File: src/cpu_pkg.sv
////////////////////////////////////////////////////////////
// CPU shared definitions
// Word and register index types, opcode constants, the
// bubble word and the two-format instruction view
////////////////////////////////////////////////////////////
package cpu_pkg;

   // Data and address word
   typedef logic [15:0] word_t;

   // Register file index
   typedef logic [2:0] reg_idx_t;

   // Major opcode, top five bits of every instruction
   typedef logic [4:0] opcode_t;

   // Fixed opcodes
   localparam opcode_t OPC_HALT = 5'b00000;
   localparam opcode_t OPC_NOP  = 5'b00001;

   // Opcode prefixes for control-flow classes
   localparam logic [2:0] JUMP_CLASS   = 3'b001;
   localparam logic [2:0] BRANCH_CLASS = 3'b011;

   // NOP sent down the pipe in place of a real instruction
   localparam word_t BUBBLE_WORD = {OPC_NOP, 11'd0};

   // Register format, two sources
   typedef struct packed {
      opcode_t    opcode;
      reg_idx_t   rs;
      reg_idx_t   rt;
      logic [4:0] func;
   } r_fmt_t;

   // Immediate format, one source and a destination
   typedef struct packed {
      opcode_t    opcode;
      reg_idx_t   rs;
      reg_idx_t   rd;
      logic [4:0] imm;
   } i_fmt_t;

   // Same 16 bits seen through either format
   typedef union packed {
      r_fmt_t r_fmt;
      i_fmt_t i_fmt;
   } instr_u;

endpackage

File: src/wb_if.sv
////////////////////////////////////////////////////////////
// Wishbone classic bus
// One master and one slave, single-word transfers
////////////////////////////////////////////////////////////
`timescale 1ns/1ps

interface wb_if
   import cpu_pkg::*;
();

   // Request side
   logic  cyc;
   logic  stb;
   logic  we;
   word_t adr;
   word_t dat_w;

   // Response side, ack is a one-cycle pulse
   word_t dat_r;
   logic  ack;

   modport master (output cyc, stb, we, adr, dat_w, input dat_r, ack);

   modport slave (input cyc, stb, we, adr, dat_w, output dat_r, ack);

endinterface
File: src/data_port.sv
////////////////////////////////////////////////////////////
// Data access port
// External load/store requests run as single Wishbone cycles
////////////////////////////////////////////////////////////
`timescale 1ns/1ps

module data_port
   import cpu_pkg::*;
(
   input  logic  clk,
   input  logic  rst_n,
   input  logic  d_req,
   input  logic  d_we,
   input  word_t d_addr,
   input  word_t d_wdata,
   wb_if.master  bus,
   output word_t d_rdata,
   output logic  d_done
);

   logic  busy_q;
   logic  done_q;
   logic  we_q;
   word_t adr_q;
   word_t wdat_q;

   // Busy flag and completion pulse
   always_ff @(posedge clk or negedge rst_n) begin
      if (!rst_n) begin
         busy_q <= 1'b0;
         done_q <= 1'b0;
      end else begin
         done_q <= busy_q & bus.ack;
         if (busy_q && bus.ack) begin
            busy_q <= 1'b0;
         end else if (!busy_q && d_req) begin
            // Requests while busy are dropped
            busy_q <= 1'b1;
         end
      end
   end

   // Request latch and read data capture
   always_ff @(posedge clk) begin
      if (!busy_q && d_req) begin
         we_q   <= d_we;
         adr_q  <= d_addr;
         wdat_q <= d_wdata;
      end
      if (busy_q && bus.ack) begin
         d_rdata <= bus.dat_r;
      end
   end

   assign bus.cyc   = busy_q;
   assign bus.stb   = busy_q;
   assign bus.we    = we_q;
   assign bus.adr   = adr_q;
   assign bus.dat_w = wdat_q;

   assign d_done = done_q;

endmodule

File: src/fetch_top.sv
////////////////////////////////////////////////////////////
// Fetch subsystem top
// Fetch and data masters share one memory via the arbiter
////////////////////////////////////////////////////////////
`timescale 1ns/1ps

module fetch_top
   import cpu_pkg::*;
#(
   parameter int RAW_DEPTH  = 3,
   parameter int HALT_DRAIN = 4,
   parameter int MEM_WORDS  = 256,
   parameter int MEM_WAIT   = 1
) (
   input  logic     clk,
   input  logic     rst_n,
   input  logic     fetch_en,
   input  logic     redirect,
   input  word_t    jump_pc,
   input  reg_idx_t dst,
   input  logic     dst_valid,
   input  logic     d_req,
   input  logic     d_we,
   input  word_t    d_addr,
   input  word_t    d_wdata,
   output word_t    instr,
   output logic     instr_valid,
   output word_t    incr_pc,
   output logic     halt,
   output word_t    d_rdata,
   output logic     d_done
);

   // Master-side and slave-side buses
   wb_if fetch_bus ();
   wb_if data_bus ();
   wb_if mem_bus ();

   fetch_unit #(
      .RAW_DEPTH  (RAW_DEPTH),
      .HALT_DRAIN (HALT_DRAIN)
   ) fetch_unit_i (
      .clk         (clk),
      .rst_n       (rst_n),
      .fetch_en    (fetch_en),
      .redirect    (redirect),
      .jump_pc     (jump_pc),
      .dst         (dst),
      .dst_valid   (dst_valid),
      .bus         (fetch_bus),
      .instr       (instr),
      .instr_valid (instr_valid),
      .incr_pc     (incr_pc),
      .halt        (halt)
   );

   data_port data_port_i (
      .clk     (clk),
      .rst_n   (rst_n),
      .d_req   (d_req),
      .d_we    (d_we),
      .d_addr  (d_addr),
      .d_wdata (d_wdata),
      .bus     (data_bus),
      .d_rdata (d_rdata),
      .d_done  (d_done)
   );

   wb_arbiter wb_arbiter_i (
      .clk     (clk),
      .rst_n   (rst_n),
      .m_fetch (fetch_bus),
      .m_data  (data_bus),
      .s_mem   (mem_bus)
   );

   unified_mem #(
      .MEM_WORDS (MEM_WORDS),
      .MEM_WAIT  (MEM_WAIT)
   ) unified_mem_i (
      .clk   (clk),
      .rst_n (rst_n),
      .bus   (mem_bus)
   );

endmodule

File: src/fetch_unit.sv
////////////////////////////////////////////////////////////
// Fetch unit
// Reads instructions over Wishbone, issues one word or a
// bubble per slot, stalls on RAW, jump/branch and halt
////////////////////////////////////////////////////////////
`timescale 1ns/1ps

module fetch_unit
   import cpu_pkg::*;
#(
   parameter int RAW_DEPTH  = 3,
   parameter int HALT_DRAIN = 4
) (
   input  logic     clk,
   input  logic     rst_n,
   input  logic     fetch_en,
   input  logic     redirect,
   input  word_t    jump_pc,
   input  reg_idx_t dst,
   input  logic     dst_valid,
   wb_if.master     bus,
   output word_t    instr,
   output logic     instr_valid,
   output word_t    incr_pc,
   output logic     halt
);

   localparam int DW = $clog2(HALT_DRAIN + 1);

   // Run, wait for redirect, drain before halt
   typedef enum logic [1:0] {M_RUN, M_WAIT, M_DRAIN} mode_e;

   mode_e          mode_q;
   word_t          pc_q;
   word_t          pc_p2;
   logic           rd_q;
   logic           have_q;
   word_t          word_q;
   instr_u         cur;
   logic           cur_ok;
   opcode_t        opc;
   logic           rs_v;
   logic           rt_v;
   logic           raw;
   logic           run_slot;
   logic           stall_slot;
   logic           slot;
   logic           issue;
   logic [DW-1:0]  drain_cnt;
   logic           halt_q;
   logic           valid_q;

   assign pc_p2 = pc_q + 16'd2;

   // Word in hand, or the one arriving with ack
   assign cur    = have_q ? word_q : bus.dat_r;
   assign cur_ok = have_q | (rd_q & bus.ack);
   assign opc    = cur.i_fmt.opcode;

   // rs unused for 000xx and 001x0, rt only for 1101x and 111xx
   assign rs_v = (opc[4:2] != 3'b000) && ({opc[4:2], opc[0]} != 4'b0010);
   assign rt_v = (opc[4:1] == 4'b1101) || (opc[4:2] == 3'b111);

   raw_detector #(
      .RAW_DEPTH (RAW_DEPTH)
   ) raw_detector_i (
      .clk       (clk),
      .rst_n     (rst_n),
      .src1      (cur.r_fmt.rs),
      .src2      (cur.r_fmt.rt),
      .src1_v    (rs_v),
      .src2_v    (rt_v),
      .dst       (dst),
      .dst_valid (dst_valid),
      .slot      (slot),
      .raw       (raw)
   );

   // Slot types
   assign run_slot   = fetch_en & (mode_q == M_RUN) & cur_ok;
   assign stall_slot = fetch_en & (mode_q != M_RUN) & ~halt_q;
   assign slot       = run_slot | stall_slot;
   // Real word goes out only when hazard free
   assign issue      = run_slot & ~raw;

   ////////////////////////////////////////////////////////////
   // Control state
   ////////////////////////////////////////////////////////////
   always_ff @(posedge clk or negedge rst_n) begin
      if (!rst_n) begin
         mode_q    <= M_RUN;
         pc_q      <= '0;
         rd_q      <= 1'b0;
         have_q    <= 1'b0;
         drain_cnt <= '0;
         halt_q    <= 1'b0;
         valid_q   <= 1'b0;
      end else begin
         valid_q <= slot;

         // Bus read, one word at a time
         if (rd_q && bus.ack) begin
            rd_q   <= 1'b0;
            have_q <= 1'b1;
         end else if (!rd_q && !have_q && fetch_en && (mode_q == M_RUN)) begin
            rd_q <= 1'b1;
         end

         // Issue consumes the word
         if (issue) begin
            have_q <= 1'b0;
            if (opc == OPC_HALT) begin
               // PC parks on the halt
               mode_q    <= M_DRAIN;
               drain_cnt <= DW'(HALT_DRAIN);
            end else if ((opc[4:2] == JUMP_CLASS) || (opc[4:2] == BRANCH_CLASS)) begin
               mode_q <= M_WAIT;
            end else begin
               pc_q <= pc_p2;
            end
         end

         // Redirect releases the jump/branch hold
         if ((mode_q == M_WAIT) && redirect) begin
            pc_q   <= jump_pc;
            mode_q <= M_RUN;
         end

         // Halt rises with the last drain bubble
         if (stall_slot && (mode_q == M_DRAIN)) begin
            drain_cnt <= drain_cnt - 1'b1;
            if (drain_cnt == DW'(1)) begin
               halt_q <= 1'b1;
            end
         end
      end
   end

   ////////////////////////////////////////////////////////////
   // Payload
   ////////////////////////////////////////////////////////////
   always_ff @(posedge clk) begin
      if (rd_q && bus.ack) begin
         word_q <= bus.dat_r;
      end
      if (slot) begin
         instr <= issue ? word_t'(cur) : BUBBLE_WORD;
      end
      // Bubbles leave incr_pc alone
      if (issue) begin
         incr_pc <= pc_p2;
      end
   end

   // Read-only master
   assign bus.cyc   = rd_q;
   assign bus.stb   = rd_q;
   assign bus.we    = 1'b0;
   assign bus.adr   = pc_q;
   assign bus.dat_w = '0;

   assign instr_valid = valid_q;
   assign halt        = halt_q;

endmodule

File: src/raw_detector.sv
////////////////////////////////////////////////////////////
// RAW hazard detector
// Shift history of in-flight destinations, compared against
// the sources of the word about to issue
////////////////////////////////////////////////////////////
`timescale 1ns/1ps

module raw_detector
   import cpu_pkg::*;
#(
   parameter int RAW_DEPTH = 3
) (
   input  logic     clk,
   input  logic     rst_n,
   input  reg_idx_t src1,
   input  reg_idx_t src2,
   input  logic     src1_v,
   input  logic     src2_v,
   input  reg_idx_t dst,
   input  logic     dst_valid,
   input  logic     slot,
   output logic     raw
);

   // History, entry 0 is the newest
   reg_idx_t               hist_dst [RAW_DEPTH];
   logic [RAW_DEPTH-1:0]   hist_v;

   // Valid bits shift once per issue slot
   always_ff @(posedge clk or negedge rst_n) begin
      if (!rst_n) begin
         hist_v <= '0;
      end else if (slot) begin
         for (int i = RAW_DEPTH - 1; i > 0; i--) begin
            hist_v[i] <= hist_v[i-1];
         end
         // Empty entry when nothing reported this slot
         hist_v[0] <= dst_valid;
      end
   end

   // Destination indices follow the same shift
   always_ff @(posedge clk) begin
      if (slot) begin
         for (int i = RAW_DEPTH - 1; i > 0; i--) begin
            hist_dst[i] <= hist_dst[i-1];
         end
         hist_dst[0] <= dst;
      end
   end

   // Any valid source hitting any valid entry
   always_comb begin
      raw = 1'b0;
      for (int i = 0; i < RAW_DEPTH; i++) begin
         if (hist_v[i] && ((src1_v && (hist_dst[i] == src1)) ||
                           (src2_v && (hist_dst[i] == src2)))) begin
            raw = 1'b1;
         end
      end
   end

endmodule

File: src/unified_mem.sv
////////////////////////////////////////////////////////////
// Unified word memory
// Wishbone slave, ack after a fixed number of wait states
////////////////////////////////////////////////////////////
`timescale 1ns/1ps

module unified_mem
   import cpu_pkg::*;
#(
   parameter int MEM_WORDS = 256,
   parameter int MEM_WAIT  = 1
) (
   input  logic clk,
   input  logic rst_n,
   wb_if.slave  bus
);

   localparam int AW = $clog2(MEM_WORDS);
   localparam int WW = (MEM_WAIT > 0) ? $clog2(MEM_WAIT + 1) : 1;

   word_t          mem [MEM_WORDS];
   logic [AW-1:0]  idx;
   logic [WW-1:0]  wcnt;
   logic           ack_q;

   // Byte address, bit 0 dropped
   assign idx = bus.adr[AW:1];

   // Wait-state count, ack MEM_WAIT+1 cycles after stb
   always_ff @(posedge clk or negedge rst_n) begin
      if (!rst_n) begin
         ack_q <= 1'b0;
         wcnt  <= '0;
      end else if (ack_q) begin
         // Single-cycle ack
         ack_q <= 1'b0;
         wcnt  <= '0;
      end else if (bus.cyc && bus.stb) begin
         if (wcnt == WW'(MEM_WAIT)) begin
            ack_q <= 1'b1;
            wcnt  <= '0;
         end else begin
            wcnt <= wcnt + 1'b1;
         end
      end else begin
         wcnt <= '0;
      end
   end

   // Write lands on the ack edge
   always_ff @(posedge clk) begin
      if (ack_q && bus.cyc && bus.stb && bus.we) begin
         mem[idx] <= bus.dat_w;
      end
   end

   // Read data straight from the array
   assign bus.dat_r = mem[idx];
   assign bus.ack   = ack_q;

endmodule

File: src/wb_arbiter.sv
////////////////////////////////////////////////////////////
// Wishbone arbiter
// Two masters onto one slave, data master has priority,
// grant held until ack
////////////////////////////////////////////////////////////
`timescale 1ns/1ps

module wb_arbiter (
   input  logic clk,
   input  logic rst_n,
   wb_if.slave  m_fetch,
   wb_if.slave  m_data,
   wb_if.master s_mem
);

   // Grant encoding, 1 selects the data master
   logic own_q;
   logic gnt_q;
   logic sel;

   // Locked grant while owned, else data first
   assign sel = own_q ? gnt_q : m_data.cyc;

   always_ff @(posedge clk or negedge rst_n) begin
      if (!rst_n) begin
         own_q <= 1'b0;
         gnt_q <= 1'b0;
      end else if (s_mem.ack) begin
         // Transfer done, bus free next cycle
         own_q <= 1'b0;
      end else if (!own_q && s_mem.cyc) begin
         own_q <= 1'b1;
         gnt_q <= sel;
      end
   end

   // Request mux
   assign s_mem.cyc   = sel ? m_data.cyc   : m_fetch.cyc;
   assign s_mem.stb   = sel ? m_data.stb   : m_fetch.stb;
   assign s_mem.we    = sel ? m_data.we    : m_fetch.we;
   assign s_mem.adr   = sel ? m_data.adr   : m_fetch.adr;
   assign s_mem.dat_w = sel ? m_data.dat_w : m_fetch.dat_w;

   // Response only to the granted master
   // Loser sees no ack and keeps waiting
   assign m_data.ack    = s_mem.ack & sel;
   assign m_fetch.ack   = s_mem.ack & ~sel;
   assign m_data.dat_r  = sel ? s_mem.dat_r : '0;
   assign m_fetch.dat_r = sel ? '0 : s_mem.dat_r;

endmodule

File: config.mk
export PLATFORM = sky130hd
export DESIGN_NAME = fetch_top
export DESIGN_NICKNAME = d
export VERILOG_FILES = /design/src/cpu_pkg.sv /design/src/wb_if.sv /design/src/data_port.sv /design/src/fetch_top.sv /design/src/fetch_unit.sv /design/src/raw_detector.sv /design/src/unified_mem.sv /design/src/wb_arbiter.sv
export SDC_FILE = /design/constraint.sdc
export NUM_CORES = 2
export LEC_CHECK = 0
export ABC_CLOCK_PERIOD_IN_PS = 6400
export BUFFER_PORTS_ARGS = -buffer_cell sky130_fd_sc_hd__buf_2
export CORE_ASPECT_RATIO = 2
export CORE_MARGIN = 4
export CORE_UTILIZATION = 50
export DETAILED_ROUTE_END_ITERATION = 7
export GPL_ROUTABILITY_DRIVEN = 0
export HOLD_SLACK_MARGIN = 0.15
export PLACE_DENSITY = 0.68
export SLEW_MARGIN = 20
export SYNTH_ARGS = -nofsm -noshare
export SYNTH_HDL_FRONTEND = slang
export SYNTH_HIERARCHICAL = 1
export SYNTH_MEMORY_MAX_BITS = 65536
export SYNTH_SLANG_ARGS = --single-unit
export TNS_END_PERCENT = 50
File: constraint.sdc
create_clock -name clk -period 6.4 [get_ports clk]
set_input_delay 0.32 -clock clk [delete_from_list [all_inputs] [get_ports clk]]
set_output_delay 0.32 -clock clk [all_outputs]
set_load 0.01 [all_outputs]
==> results.md <==
* Crit path DAT at 7130 ps
* Final instance area at approximately 190000 um^2
* Cell family with most CP delay: multiplexers
* Cell Count, Final, Fillers Out at between 10k and 15k
* Gr ovfl total at 0
* Total number of yosys warnings at 6
* Post-Place Setup Slack at -162 ps
* Number of global-route vias before repair at about 80k
* Fmax at 0.157 GHz
* Port bufs at 100
* CP startpoint: wb_arbiter_i/own_q
* Startpoint Class: flop
* Dpl cell area at 172000 um^2
* Most frequent cells in the layout: edfxtp_1, mux4_2, buf_4
* Syn-to-layout area delta at 15.3%
* RSZ-0062 raised after global routing: true
* Pin count of the biggest net entering global routing at 158
* Gr usage total at 25.5%
* Status: completed
* Critical Path End Type: flop
* DR vias/cell at 6.28
* Tightest Pin Transition at 1250 ps
* Share of cells above drive strength 1 at about 31%
* Commonest non-fill, non-tap cell in the layout: edfxtp_1
* Antenna-violating nets left at 0
* CTS sink count at 4228
* Reg clk slew, reported paths at approximately 80 ps
* VDD IR-drop max at 1.00 mV
* Via count at 79.3k
* Post-route met1 wirelength at 136 mm
* Fin util at between 50% and 60%
* Post-route worst setup slack at about 43 ps
* Slowest CP cell: mux2_8
* I/O pin cnt at 109
* Std cell rows at 294
* Final hold slack at 262 ps
* Crit-path max FO at 19
* Leakage at approximately 0.058 uW
* CP peak stage delay at 510 ps
* Die Wd at about 400 um
* Initial antenna violation count at 22
* Max_cap viols at 0
* Setup-failing EPs final at 0
* Slew Limit Fails at 0
* Hold WC Path Type: input pin to flop
* Clock Path Buffers at 4
* Met2 WL post-DR at ~220 mm
* Initial Util at about half
* Worst skew pair latency at 910 ps
* HPWL after detailed placement at 265 mm
* Hold Crit Start: d_req
* Drt wl/cell at 33.5 um
* H-tree levels at 5
* Final hold vios at 0
* Syn avg cell area at between 20 and 25 um^2
* Total CTS buffers at 342
* Post-route DRC at 0
* Final nets at 8134
* Synth Instances at 7142
* First-pass GRT wire length at between 600 and 700 mm
* CTS tree: built
* CP Class: flop to flop
* DRT Pass-1 Iters at 5
* Required @ worst endpoint at ~7200 ps
* Reg-to-reg startpoint: wb_arbiter_i/own_q
* Period utilization at 99.3%
* Post-Route Skew at 57.8 ps
* DR top layer: met5
* Power density over cell area at around 470 nW/um^2
* Min Tclk post-route at 6360 ps
* Root buf cell: clkbuf_16
* Core area at approximately 320000 um^2
* Worst relative slew slack at 16.8%
* Chip height at roughly 810 um
* Final WL at 424 mm
* Placed cell count at 11.9k
* Die area at 331000 um^2
* Post-synthesis cell area at between 150000 and 200000 um^2
* Most used cell along the critical path: buf_4
* Buf/Inv on CP at 7
* Met3 wire len at 30.5 mm
* Starting DRT DRC Count at 9506
==> worst min-delay path, cell delays in order <==
cell           delay [ps]
dlygate4sd3_1         560
buf_2                 120
nor2_1                 50
nor2_2                 90
==> metrics by stage <==
step,total power (uW),setup TNS (ps)
after floorplan,51800,0
after global placement,65100,-3120
after detailed placement,65700,-2220
after CTS,87300,0
after global routing,90400,-1110
final,87700,0
==> layer usage <==
metal	vias up	track usage (%)
met3	1060	3.66
met2	3901	43.5
li1	32200	-
met4	16	19.1
met5	-	0
met1	42200	29.3
==> flip-flops by register name, summed over array words and instances (netlist names), 8 cells and up <==
name and cells:
data_port_i/d_rdata 16, fetch_unit_i/instr 16, fetch_unit_i/word_q 16, unified_mem_i/mem 4096, fetch_unit_i/bus.adr 16, data_port_i/bus.adr 8
fetch_unit_i/raw_detector_i/hist_dst 9, fetch_unit_i/incr_pc 16, data_port_i/bus.dat_w 16
==> path summary, 6_finish.rpt <==
| path | to | slack, ps | cells past startpoint |
|---|---|---|---|
| min | data_port_i/bus.cyc | 260 | 4 |
| min reg2reg | unified_mem_i/wcnt | 440 | 1 |
| max | fetch_unit_i/bus.adr[4] | 40 | 25 |
| max reg2reg | fetch_unit_i/bus.adr[4] | 40 | 25 |
| min in group asynchronous | fetch_unit_i/bus.adr[9] | 460 | 4 |
| max in group asynchronous | fetch_unit_i/raw_detector_i/hist_v[0] | 5710 | 4 |
==> power breakdown <==
part / leakage (uW) / internal [uW] / switching [uW] / total, uW
clock network: 0.00550 / 12000 / 9630 / 21600
logic: 0.0146 / 12300 / 19400 / 31700
registers: 0.0381 / 34200 / 253 / 34400
total: 0.0582 / 58400 / 29300 / 87700
==> area by class of cell <==
type / instances / area (um^2)
diodes: 10 / 25.0
multi-input cells: 2475 / 33000
repair buffers: 1018 / 8920
inverters: 8 / 35.0
flip-flops and latches: 4228 / 127000
fillers: 22400 / 135000
clock buffers: 398 / 8980
clock inverters: 210 / 2360
well taps: 4292 / 5370
==> what timing repair did <==
action,in CTS,in global routing
hold buffers,103,0
endpoints found under the hold margin,160,0
gates resized for setup,12,74
gates cloned,1,5
pin swaps,1,6
setup endpoints to repair,38,43
setup buffers,4,8
Power figures use the tool's default switching activity.
